$ cat config.mk
export PLATFORM = sky130hd
export DESIGN_NAME = l1_mem_subsys
export DESIGN_NICKNAME = d
export VERILOG_FILES = /design/src/logic/cache_port_pkg.sv /design/src/logic/mem_bus_pkg.sv /design/src/logic/flush_sequencer.sv /design/src/logic/l1_mem_subsys.sv /design/src/logic/l1d_cache.sv /design/src/logic/l1i_cache.sv /design/src/logic/mem_arbiter.sv
export VERILOG_INCLUDE_DIRS = /design/src /design/src/logic
export SDC_FILE = /design/constraint.sdc
export NUM_CORES = 2
export LEC_CHECK = 0
export BUFFER_PORTS_ARGS = -buffer_cell sky130_fd_sc_hd__buf_2
export CAP_MARGIN = 20
export CORE_MARGIN = 10
export CORE_UTILIZATION = 40
export DETAILED_ROUTE_END_ITERATION = 7
export PLACE_DENSITY_LB_ADDON = 0.05
export SLEW_MARGIN = 10
export SYNTH_ARGS = -nofsm -noshare
export SYNTH_HDL_FRONTEND = slang
export SYNTH_MEMORY_MAX_BITS = 65536
export SYNTH_SLANG_ARGS = --single-unit
$ cat constraint.sdc
create_clock -name clk -period 14.94 [get_ports clk]
set_clock_uncertainty 0.05 [all_clocks]
set_input_delay 2.241 -clock clk [delete_from_list [all_inputs] [get_ports clk]]
set_output_delay 2.241 -clock clk [all_outputs]
set_load 0.02 [all_outputs]
$ cat src/logic/mem_defs.svh
`ifndef MEM_DEFS_SVH
`define MEM_DEFS_SVH

`default_nettype none

`define ADDR_W        32
`define WORD_W        32
`define LG_LINE_WORDS 2   // 4 words, 128 bit lines
`define LG_LINES      4
`define CNT_W         32

// last line index of the flush walk
`define FLUSH_LAST    ((1 << `LG_LINES) - 1)

`default_nettype wire

`endif

$ cat src/logic/cache_port_pkg.sv
`include "mem_defs.svh"
`default_nettype none

package cache_port_pkg;

   typedef logic [`LG_LINES-1:0] index_t;
   typedef logic [`LG_LINE_WORDS-1:0] offset_t;
   typedef logic [`ADDR_W-`LG_LINES-`LG_LINE_WORDS-3:0] tag_t;

   typedef struct packed
   {
      logic              write;
      logic [`ADDR_W-1:0] addr;
      logic [`WORD_W-1:0] data;
   } cpu_req_t;

   typedef struct packed
   {
      logic [`WORD_W-1:0] data;
   } cpu_rsp_t;

   typedef struct packed
   {
      logic [`CNT_W-1:0] accesses;
      logic [`CNT_W-1:0] hits;
   } cache_stats_t;

   typedef enum logic [2:0]
   {
      FLUSH_IDLE,
      WAIT_FOR_BOTH,
      GOT_L1D,
      GOT_L1I,
      FLUSH_DONE
   } flush_state_t;

   // l1i never enters C_WRITE
   typedef enum logic [1:0]
   {
      C_IDLE,
      C_FILL,
      C_WRITE,
      C_FLUSH
   } cache_state_t;

   typedef enum logic
   {
      REQ_L1I,
      REQ_L1D
   } requester_t;

   function automatic index_t addr_index(input logic [`ADDR_W-1:0] addr);
      return index_t'(addr >> (`LG_LINE_WORDS + 2));
   endfunction

   function automatic tag_t addr_tag(input logic [`ADDR_W-1:0] addr);
      return tag_t'(addr >> (`LG_LINES + `LG_LINE_WORDS + 2));
   endfunction

   function automatic offset_t addr_offset(input logic [`ADDR_W-1:0] addr);
      return offset_t'(addr >> 2);
   endfunction

   function automatic logic [`ADDR_W-1:0] line_addr(input logic [`ADDR_W-1:0] addr);
      return {addr[`ADDR_W-1:`LG_LINE_WORDS+2], {(`LG_LINE_WORDS+2){1'b0}}};
   endfunction

endpackage

`default_nettype wire

$ cat src/logic/mem_bus_pkg.sv
`include "mem_defs.svh"
`default_nettype none

package mem_bus_pkg;

   typedef logic [`ADDR_W-1:0] addr_t;
   typedef logic [`WORD_W-1:0] word_t;
   typedef logic [(`WORD_W << `LG_LINE_WORDS)-1:0] line_t;

   // write is a single word, read is a whole line
   typedef struct packed
   {
      logic  write;
      addr_t addr;
      word_t data;
   } mem_req_t;

   typedef struct packed
   {
      line_t line;   // empty for writes
   } mem_rsp_t;

endpackage

`default_nettype wire

$ cat src/logic/flush_sequencer.sv
`timescale 1ns/1ns
`default_nettype none

module flush_sequencer
(
   input  wire  clk,
   input  wire  reset,
   input  wire  flush,
   input  wire  l1i_flush_complete,
   input  wire  l1d_flush_complete,
   output logic l1i_flush_req,
   output logic l1d_flush_req,
   output logic in_flush_mode,
   output logic flush_done
);
   import cache_port_pkg::*;

   flush_state_t state;
   flush_state_t next_state;

   assign in_flush_mode = (state != FLUSH_IDLE);
   assign flush_done = (state == FLUSH_DONE);

   always_comb
   begin
      next_state = state;
      case (state)
         FLUSH_IDLE:
            if (flush)
               next_state = WAIT_FOR_BOTH;
         WAIT_FOR_BOTH:
         begin
            if (l1i_flush_complete && l1d_flush_complete)
               next_state = FLUSH_DONE;
            else if (l1d_flush_complete)
               next_state = GOT_L1D;
            else if (l1i_flush_complete)
               next_state = GOT_L1I;
         end
         GOT_L1D:
            if (l1i_flush_complete)
               next_state = FLUSH_DONE;
         GOT_L1I:
            if (l1d_flush_complete)
               next_state = FLUSH_DONE;
         FLUSH_DONE:
            next_state = FLUSH_IDLE;
         default:
            next_state = FLUSH_IDLE;
      endcase
   end

   always_ff @(posedge clk)
   begin
      if (reset)
      begin
         state <= FLUSH_IDLE;
         l1i_flush_req <= 1'b0;
         l1d_flush_req <= 1'b0;
      end
      else
      begin
         state <= next_state;
         l1i_flush_req <= (state == FLUSH_IDLE) && flush;   // both caches start together
         l1d_flush_req <= (state == FLUSH_IDLE) && flush;
      end
   end

endmodule

`default_nettype wire

$ cat src/logic/l1_mem_subsys.sv
`timescale 1ns/1ns
`default_nettype none

module l1_mem_subsys
(
   input  wire                          clk,
   input  wire                          reset,
   input  wire                          fetch_req_valid,
   input  wire cache_port_pkg::cpu_req_t fetch_req,
   input  wire                          data_req_valid,
   input  wire cache_port_pkg::cpu_req_t data_req,
   input  wire                          flush,
   input  wire                          mem_rsp_valid,
   input  wire mem_bus_pkg::mem_rsp_t   mem_rsp,
   output logic                         fetch_rsp_valid,
   output cache_port_pkg::cpu_rsp_t     fetch_rsp,
   output logic                         data_rsp_valid,
   output cache_port_pkg::cpu_rsp_t     data_rsp,
   output logic                         in_flush_mode,
   output logic                         flush_done,
   output logic                         mem_req_valid,
   output mem_bus_pkg::mem_req_t        mem_req,
   output cache_port_pkg::cache_stats_t l1i_stats,
   output cache_port_pkg::cache_stats_t l1d_stats
);
   import cache_port_pkg::*;
   import mem_bus_pkg::*;

   logic     l1i_mem_req_valid;
   mem_req_t l1i_mem_req;
   logic     l1i_mem_rsp_valid;
   mem_rsp_t l1i_mem_rsp;
   logic     l1d_mem_req_valid;
   mem_req_t l1d_mem_req;
   logic     l1d_mem_rsp_valid;
   mem_rsp_t l1d_mem_rsp;
   logic     l1i_flush_req;
   logic     l1d_flush_req;
   logic     l1i_flush_complete;
   logic     l1d_flush_complete;

   l1i_cache icache
   (
      .clk(clk),
      .reset(reset),
      .req_valid(fetch_req_valid),
      .req(fetch_req),
      .mem_rsp_valid(l1i_mem_rsp_valid),
      .mem_rsp(l1i_mem_rsp),
      .flush_req(l1i_flush_req),
      .rsp_valid(fetch_rsp_valid),
      .rsp(fetch_rsp),
      .mem_req_valid(l1i_mem_req_valid),
      .mem_req(l1i_mem_req),
      .flush_complete(l1i_flush_complete),
      .stats(l1i_stats)
   );

   l1d_cache dcache
   (
      .clk(clk),
      .reset(reset),
      .req_valid(data_req_valid),
      .req(data_req),
      .mem_rsp_valid(l1d_mem_rsp_valid),
      .mem_rsp(l1d_mem_rsp),
      .flush_req(l1d_flush_req),
      .rsp_valid(data_rsp_valid),
      .rsp(data_rsp),
      .mem_req_valid(l1d_mem_req_valid),
      .mem_req(l1d_mem_req),
      .flush_complete(l1d_flush_complete),
      .stats(l1d_stats)
   );

   mem_arbiter arb
   (
      .clk(clk),
      .reset(reset),
      .i_req_valid(l1i_mem_req_valid),
      .i_req(l1i_mem_req),
      .d_req_valid(l1d_mem_req_valid),
      .d_req(l1d_mem_req),
      .mem_rsp_valid(mem_rsp_valid),
      .mem_rsp(mem_rsp),
      .i_rsp_valid(l1i_mem_rsp_valid),
      .i_rsp(l1i_mem_rsp),
      .d_rsp_valid(l1d_mem_rsp_valid),
      .d_rsp(l1d_mem_rsp),
      .mem_req_valid(mem_req_valid),
      .mem_req(mem_req)
   );

   flush_sequencer flush_seq
   (
      .clk(clk),
      .reset(reset),
      .flush(flush),
      .l1i_flush_complete(l1i_flush_complete),
      .l1d_flush_complete(l1d_flush_complete),
      .l1i_flush_req(l1i_flush_req),
      .l1d_flush_req(l1d_flush_req),
      .in_flush_mode(in_flush_mode),
      .flush_done(flush_done)
   );

endmodule

`default_nettype wire

$ cat src/logic/l1d_cache.sv
`timescale 1ns/1ns
`include "mem_defs.svh"
`default_nettype none

module l1d_cache
(
   input  wire                          clk,
   input  wire                          reset,
   input  wire                          req_valid,
   input  wire cache_port_pkg::cpu_req_t req,
   input  wire                          mem_rsp_valid,
   input  wire mem_bus_pkg::mem_rsp_t   mem_rsp,
   input  wire                          flush_req,
   output logic                         rsp_valid,
   output cache_port_pkg::cpu_rsp_t     rsp,
   output logic                         mem_req_valid,
   output mem_bus_pkg::mem_req_t        mem_req,
   output logic                         flush_complete,
   output cache_port_pkg::cache_stats_t stats
);
   import cache_port_pkg::*;
   import mem_bus_pkg::*;

   tag_t  tag_mem  [0:(1 << `LG_LINES)-1];
   line_t data_mem [0:(1 << `LG_LINES)-1];
   logic [(1 << `LG_LINES)-1:0] line_valid;

   cache_state_t state;
   logic    flush_pend;
   index_t  flush_idx;
   addr_t   req_addr;   // address of the open load miss

   index_t  idx;
   tag_t    tag;
   offset_t off;
   logic    hit;
   logic    fill_done;

   assign idx = addr_index(req.addr);
   assign tag = addr_tag(req.addr);
   assign off = addr_offset(req.addr);
   assign hit = line_valid[idx] && (tag_mem[idx] == tag);
   assign fill_done = (state == C_FILL) && mem_rsp_valid;

   always_ff @(posedge clk)
   begin
      if (reset)
      begin
         state <= C_IDLE;
         flush_pend <= 1'b0;
         flush_idx <= '0;
         line_valid <= '0;
         rsp_valid <= 1'b0;
         mem_req_valid <= 1'b0;
         flush_complete <= 1'b0;
         stats <= '0;
      end
      else
      begin
         rsp_valid <= 1'b0;
         mem_req_valid <= 1'b0;
         flush_complete <= 1'b0;
         if (flush_req)
            flush_pend <= 1'b1;
         case (state)
            C_IDLE:
            begin
               if (req_valid)
               begin
                  stats.accesses <= stats.accesses + 1'b1;
                  if (hit)
                     stats.hits <= stats.hits + 1'b1;
                  if (req.write)
                  begin
                     // write-through, hit or miss
                     mem_req_valid <= 1'b1;
                     state <= C_WRITE;
                  end
                  else if (hit)
                     rsp_valid <= 1'b1;
                  else
                  begin
                     mem_req_valid <= 1'b1;
                     state <= C_FILL;
                  end
               end
               else if (flush_pend || flush_req)
               begin
                  flush_pend <= 1'b0;
                  flush_idx <= '0;
                  state <= C_FLUSH;
               end
            end
            C_FILL:
            begin
               if (mem_rsp_valid)
               begin
                  line_valid[addr_index(req_addr)] <= 1'b1;
                  rsp_valid <= 1'b1;
                  state <= C_IDLE;
               end
            end
            C_WRITE:
            begin
               if (mem_rsp_valid)
               begin
                  rsp_valid <= 1'b1;   // store done
                  state <= C_IDLE;
               end
            end
            C_FLUSH:
            begin
               // nothing dirty, invalidate only
               line_valid[flush_idx] <= 1'b0;
               flush_idx <= flush_idx + 1'b1;
               if (flush_idx == index_t'(`FLUSH_LAST))
               begin
                  flush_complete <= 1'b1;
                  state <= C_IDLE;
               end
            end
            default:
               state <= C_IDLE;
         endcase
      end
   end

   always_ff @(posedge clk)
   begin
      if ((state == C_IDLE) && req_valid)
      begin
         req_addr <= req.addr;
         rsp.data <= data_mem[idx][off*`WORD_W +: `WORD_W];
         mem_req.write <= req.write;
         mem_req.addr <= req.write ? req.addr : line_addr(req.addr);
         mem_req.data <= req.data;
         if (req.write && hit)
            data_mem[idx][off*`WORD_W +: `WORD_W] <= req.data;
      end
      if (fill_done)
      begin
         tag_mem[addr_index(req_addr)] <= addr_tag(req_addr);
         data_mem[addr_index(req_addr)] <= mem_rsp.line;
         rsp.data <= mem_rsp.line[addr_offset(req_addr)*`WORD_W +: `WORD_W];
      end
   end

endmodule

`default_nettype wire

$ cat src/logic/l1i_cache.sv
`timescale 1ns/1ns
`include "mem_defs.svh"
`default_nettype none

module l1i_cache
(
   input  wire                          clk,
   input  wire                          reset,
   input  wire                          req_valid,
   input  wire cache_port_pkg::cpu_req_t req,
   input  wire                          mem_rsp_valid,
   input  wire mem_bus_pkg::mem_rsp_t   mem_rsp,
   input  wire                          flush_req,
   output logic                         rsp_valid,
   output cache_port_pkg::cpu_rsp_t     rsp,
   output logic                         mem_req_valid,
   output mem_bus_pkg::mem_req_t        mem_req,
   output logic                         flush_complete,
   output cache_port_pkg::cache_stats_t stats
);
   import cache_port_pkg::*;
   import mem_bus_pkg::*;

   tag_t  tag_mem  [0:(1 << `LG_LINES)-1];
   line_t data_mem [0:(1 << `LG_LINES)-1];
   logic [(1 << `LG_LINES)-1:0] line_valid;

   cache_state_t state;
   logic    flush_pend;   // flush seen during a miss
   index_t  flush_idx;
   addr_t   req_addr;

   index_t  idx;
   tag_t    tag;
   offset_t off;
   logic    hit;
   logic    fill_done;

   assign idx = addr_index(req.addr);
   assign tag = addr_tag(req.addr);
   assign off = addr_offset(req.addr);
   assign hit = line_valid[idx] && (tag_mem[idx] == tag);
   assign fill_done = (state == C_FILL) && mem_rsp_valid;

   always_ff @(posedge clk)
   begin
      if (reset)
      begin
         state <= C_IDLE;
         flush_pend <= 1'b0;
         flush_idx <= '0;
         line_valid <= '0;
         rsp_valid <= 1'b0;
         mem_req_valid <= 1'b0;
         flush_complete <= 1'b0;
         stats <= '0;
      end
      else
      begin
         rsp_valid <= 1'b0;
         mem_req_valid <= 1'b0;
         flush_complete <= 1'b0;
         if (flush_req)
            flush_pend <= 1'b1;
         case (state)
            C_IDLE:
            begin
               if (req_valid)
               begin
                  stats.accesses <= stats.accesses + 1'b1;
                  if (hit)
                  begin
                     stats.hits <= stats.hits + 1'b1;
                     rsp_valid <= 1'b1;
                  end
                  else
                  begin
                     mem_req_valid <= 1'b1;
                     state <= C_FILL;
                  end
               end
               else if (flush_pend || flush_req)
               begin
                  flush_pend <= 1'b0;
                  flush_idx <= '0;
                  state <= C_FLUSH;
               end
            end
            C_FILL:
            begin
               if (mem_rsp_valid)
               begin
                  line_valid[addr_index(req_addr)] <= 1'b1;
                  rsp_valid <= 1'b1;
                  state <= C_IDLE;
               end
            end
            C_FLUSH:
            begin
               line_valid[flush_idx] <= 1'b0;   // one line per cycle
               flush_idx <= flush_idx + 1'b1;
               if (flush_idx == index_t'(`FLUSH_LAST))
               begin
                  flush_complete <= 1'b1;
                  state <= C_IDLE;
               end
            end
            default:
               state <= C_IDLE;
         endcase
      end
   end

   always_ff @(posedge clk)
   begin
      if ((state == C_IDLE) && req_valid)
      begin
         req_addr <= req.addr;
         rsp.data <= data_mem[idx][off*`WORD_W +: `WORD_W];
         mem_req.write <= 1'b0;
         mem_req.addr <= line_addr(req.addr);
         mem_req.data <= '0;
      end
      if (fill_done)
      begin
         tag_mem[addr_index(req_addr)] <= addr_tag(req_addr);
         data_mem[addr_index(req_addr)] <= mem_rsp.line;
         rsp.data <= mem_rsp.line[addr_offset(req_addr)*`WORD_W +: `WORD_W];
      end
   end

endmodule

`default_nettype wire

$ cat src/logic/mem_arbiter.sv
`timescale 1ns/1ns
`default_nettype none

module mem_arbiter
(
   input  wire                        clk,
   input  wire                        reset,
   input  wire                        i_req_valid,
   input  wire mem_bus_pkg::mem_req_t i_req,
   input  wire                        d_req_valid,
   input  wire mem_bus_pkg::mem_req_t d_req,
   input  wire                        mem_rsp_valid,
   input  wire mem_bus_pkg::mem_rsp_t mem_rsp,
   output logic                       i_rsp_valid,
   output mem_bus_pkg::mem_rsp_t      i_rsp,
   output logic                       d_rsp_valid,
   output mem_bus_pkg::mem_rsp_t      d_rsp,
   output logic                       mem_req_valid,
   output mem_bus_pkg::mem_req_t      mem_req
);
   import cache_port_pkg::*;
   import mem_bus_pkg::*;

   logic       i_pend;
   logic       d_pend;
   mem_req_t   i_pend_req;
   mem_req_t   d_pend_req;
   logic       busy;    // memory transaction open
   requester_t owner;   // also the last grant
   logic       i_want;
   logic       d_want;
   logic       grant_i;
   logic       grant_d;

   assign i_want = i_req_valid || i_pend;
   assign d_want = d_req_valid || d_pend;
   assign grant_d = !busy && d_want && (!i_want || (owner == REQ_L1I));
   assign grant_i = !busy && i_want && !grant_d;

   assign i_rsp_valid = mem_rsp_valid && busy && (owner == REQ_L1I);
   assign d_rsp_valid = mem_rsp_valid && busy && (owner == REQ_L1D);
   assign i_rsp = mem_rsp;
   assign d_rsp = mem_rsp;

   always_ff @(posedge clk)
   begin
      if (reset)
      begin
         i_pend <= 1'b0;
         d_pend <= 1'b0;
         busy <= 1'b0;
         owner <= REQ_L1D;   // l1i wins the first tie
         mem_req_valid <= 1'b0;
      end
      else
      begin
         mem_req_valid <= grant_i || grant_d;
         if (grant_i)
            i_pend <= 1'b0;
         else if (i_req_valid)
            i_pend <= 1'b1;
         if (grant_d)
            d_pend <= 1'b0;
         else if (d_req_valid)
            d_pend <= 1'b1;
         if (grant_i || grant_d)
         begin
            busy <= 1'b1;
            owner <= grant_d ? REQ_L1D : REQ_L1I;
         end
         else if (mem_rsp_valid)
            busy <= 1'b0;
      end
   end

   always_ff @(posedge clk)
   begin
      if (i_req_valid)
         i_pend_req <= i_req;
      if (d_req_valid)
         d_pend_req <= d_req;
      if (grant_i)
         mem_req <= i_req_valid ? i_req : i_pend_req;
      else if (grant_d)
         mem_req <= d_req_valid ? d_req : d_pend_req;
   end

endmodule

`default_nettype wire

==> impl_metrics.py <==
metrics = {
    "route": {
        "antenna_left": 0,
        "dr.pass1.iters": 6,
        "via_per_inst": 5.84,
        "wl_per_cell_um": 36.4,
        "drcViolationCount": 0,
        "drtIter0Drc": 12000,
        "wirelength_um": 657000,
        "vias": 105000,
    },
    "critical_path": {
        "timing.rr.start": "dcache.tag_mem[1][14]",
        "worst_setup_path_start_kind": "input pin",
        "end_kind": "flop",
        "regToRegEndpoint": "dcache.data_mem[3][102]",
        "cpPeakStageDelay_ps": 850,
        "crit_buf_inv": 4,
        "path_max_fanout": 53,
        "path_class": "in2reg",
        "cpMostUsedCell": "buf_4",
        "crit_chain": "buf_8, buf_4, nand2b_1, o22ai_1, o211ai_1, and2_1, o41ai_1, nand4_1, nor4_2, buf_4, a31oi_4, nor2_4, buf_4",
        "reg2reg_depth": 11,
        "worst_ep_required_time_ps": 15580,
        "crit_path_top_delay_cell": "buf_4",
        "worstPathArrival_ps": 8060,
        "path_delay_family": "buffers and inverters",
        "rrSetupSlack_ps": 9690,
    },
    "timing": {
        "fin_crit_ps": 7420,
        "period_share": 0.497,
        "setup_tns_ps": 0,
        "slew_headroom": 0.193,
        "rsz0062_at_grt": "false",
        "worst_slew_pin_slew_ps": 1210,
        "whs_ps": 412,
        "final_hold_viol_count": 0,
        "max_freq_mhz": 135,
        "finalSetupViolCount": 0,
        "drv_slew": 0,
    },
    "clock_tree": {
        "cts.path.max_buffers": 4,
        "ctsResizeCount": 0,
        "cts-htree-levels": 6,
        "path_clk_slew_ps": 60,
        "postCtsHoldBufs": 0,
        "cts_tree": "yes",
        "clkLatencyLatePin_ps": 1080,
        "postCtsSetupRepairBufs": 0,
        "cts_sinks": 5409,
        "cts-root-buf": "clkbuf_16",
        "cts_buffers": 596,
    },
    "pwr": {
        "clkPwrFrac": 0.411,
        "seqPwrFrac": 0.508,
        "p_leak_nw": 76.7,
        "intPower_mw": 26.0,
        "power.switching_mw": 8.12,
        "max-vdd-ir-drop_mv": 0.133,
        "powerDensity_nw_per_um2": 142,
        "p_sw_frac": 0.238,
        "combinationalPowerShare": 0.081,
    },
    "synthesis": {
        "yosys_warnings": 0,
        "synthAdderAreaFrac": 0.00125,
        "syn-num-nets": 9971,
        "netlist_area_um2": 210000,
        "synthMuxAreaShare": 0.185,
        "synth_compound_area_frac": 0.00930,
        "synth_xor_area_frac": 0.00484,
        "yosys.area_share.simple": 0.0299,
        "ys_seq_area_frac": 0.758,
        "synth-seq-cells": 5409,
        "syn_inst": 9686,
        "synth-edff-count": 5090,
        "synth.avg_cell_area_um2": 21.7,
        "synth_cell_types": 79,
        "ys.flop_type": "edfxtp_1",
        "synth_top_family_by_area": "multiplexers",
        "ys_async_sr_fraction": 0,
    },
    "hold_path": {
        "holdPathEnd": "arb.i_pend_req[17]",
        "min_path_type": "reg2reg",
        "worstHoldStart": "arb.i_pend_req[17]",
        "whs_path_depth": 1,
    },
    "die": {
        "fp.coreArea_um2": 524000,
        "rows": 266,
        "die_x_um": 745,
        "initial_utilization": 0.401,
        "ios": 526,
        "dieHeight_um": 745,
        "die-area_um2": 554000,
    },
    "run_status": {
        "outcome": "finished, final reports clean",
    },
    "layout": {
        "syn2layout_area_growth_pct": 14.6,
        "layout.nets": 10800,
        "fin_util": 0.459,
        "drive_gt1_frac": 0.311,
    },
    "global_route": {
        "grt_overflow": 0,
        "grt_first_pass_wirelength_um": 898000,
        "grt_max_degree": 132,
        "antenna_found_initial": 181,
        "grt_pass1_vias": 108000,
        "grtUsageTotal": 0.233,
    },
    "flow_run": {
        "maxCapViolCount": 0,
    },
    "placement": {
        "io_buffers": 490,
        "globalplace.congestion": 0.825,
        "hpwl_um": 401000,
    },
}
-- layout make-up --
cell class / count / area, um^2
Antenna cell: 132 / 330
Clock buffer: 797 / 16400
Clock inverter: 273 / 2060
Fill cell: 44000 / 283000
Inverter: 69 / 365
Multi-Input combinational cell: 3693 / 49200
Sequential cell: 5409 / 159000
Tap cell: 6968 / 8720
Timing Repair Buffer: 715 / 4470
-- Yosys cell counts, types with 9 or more instances --
| master | number | area share |
|---|---|---|
| or3_1 | 28 | 0.00083 |
| and2_1 | 14 | 0.00042 |
| inv_1 | 63 | 0.0011 |
| and3_1 | 21 | 0.00063 |
| nand2_1 | 596 | 0.011 |
| nor4_1 | 15 | 0.00045 |
| a21oi_1 | 88 | 0.0021 |
| mux4_2 | 1579 | 0.17 |
| dfxtp_1 | 319 | 0.030 |
| ha_1 | 21 | 0.0013 |
| o21ai_0 | 62 | 0.0015 |
| buf_2 | 40 | 0.00095 |
| edfxtp_1 | 5090 | 0.73 |
| nand4_1 | 37 | 0.0011 |
| a22oi_1 | 23 | 0.00082 |
| nor2_1 | 232 | 0.0041 |
| clkbuf_1 | 311 | 0.0056 |
| o31ai_1 | 23 | 0.00082 |
| nand2b_1 | 14 | 0.00042 |
| nor3b_1 | 14 | 0.00050 |
| mux2i_1 | 117 | 0.0056 |
| buf_4 | 13 | 0.00046 |
| nor2b_1 | 68 | 0.0020 |
| a31oi_1 | 14 | 0.00042 |
| and4_1 | 9 | 0.00038 |
| buf_1 | 145 | 0.0026 |
| nor3_1 | 52 | 0.0012 |
| mux2_2 | 191 | 0.010 |
| xor2_1 | 48 | 0.0020 |
| nand3_1 | 204 | 0.0049 |
| xnor2_1 | 68 | 0.0028 |
| a211oi_1 | 12 | 0.00043 |
| or4_1 | 30 | 0.0011 |
| o22ai_1 | 15 | 0.00045 |
-- metrics by stage --
stage	std cells	power, mW	cell area (um^2)	setup WS [ps]
2_1_floorplan	9686	18.9	210000	461
3_3_place_gp	16800	20.4	222000	6210
3_5_place_dp	16900	20.5	222000	6130
4_1_cts	17900	34.5	240000	7310
5_1_grt	18000	35.2	241000	7140
6_report	18100	34.1	241000	7520
-- flip-flops by register name, indices dropped and copies added, names as in the netlist, 2 cells and up --
| name | cells |
|---|---|
| icache.stats | 64 |
| dcache.mem_req | 37 |
| dcache.tag_mem | 384 |
| icache.req_addr | 29 |
| icache.line_valid | 16 |
| arb.mem_req | 65 |
| icache.rsp | 32 |
| icache.flush_idx | 4 |
| icache.state | 2 |
| dcache.flush_idx | 4 |
| icache.data_mem | 2048 |
| dcache.req_addr | 30 |
| arb.d_pend_req | 65 |
| dcache.rsp | 32 |
| dcache.state | 2 |
| flush_seq.state | 3 |
| dcache.stats | 64 |
| icache.tag_mem | 384 |
| arb.i_pend_req | 65 |
| dcache.line_valid | 16 |
| dcache.data_mem | 2048 |
-- cell families after synthesis --
group / Yosys count
fa+ha+maj: 21
flops: 5409
buf+inv: 584
xor+xnor: 116
mux: 1887
compound gates: 305
simple gates: 1364
-- how the worst max path moves through the flow --
| stage | from | to | slack, ps | cells after the start |
|---|---|---|---|---|
| floorplan | mem_rsp_valid | icache.data_mem[3][0] | 460 | 4 |
| global placement | data_req[37] | dcache.data_mem[1][103] | 6210 | 13 |
| detailed placement | data_req[36] | dcache.data_mem[3][101] | 6130 | 13 |
| CTS | data_req[36] | dcache.data_mem[3][114] | 7310 | 13 |
| global route | data_req[36] | dcache.rsp[9] | 7140 | 10 |
| finish | data_req[36] | dcache.data_mem[3][102] | 7520 | 13 |
-- power groups by stage --
stage / clock [mW] / combinational, mW / sequential (mW)
after floorplan: 0 / 1.27 / 17.6
after global placement: 0 / 2.78 / 17.6
after detailed placement: 0 / 2.80 / 17.7
after CTS: 14.3 / 2.81 / 17.3
after global routing: 14.9 / 2.87 / 17.4
final: 14.0 / 2.75 / 17.3
-- layer usage --
layer  global-route usage  vias to the layer above  wire length (um)
li1                     -                    42300                 -
met1                0.328                    58300            277000
met2                0.368                     3985            309000
met3               0.0379                      876             44600
met4               0.0849                       26             25300
met5                    0                        -               172
-- cells in the final DEF (no fill, tap or decap), types with 83 or more instances in the layout --
cell type  netlist  final
a21oi_1         88     88
buf_2           40    479
buf_4           13    209
clkbuf_1       311    154
clkbuf_16        0    615
clkinv_1         2    130
dfxtp_1        319    317
diode_2          0    132
edfxtp_1      5090   5090
mux2_2         191    191
mux2i_1        117    117
mux4_2        1579   1579
nand2_1        596    593
nand3_1        204    204
nor2_1         232    149
nor2_4           0     83
No activity file was read; power rests on OpenSTA's default activity.
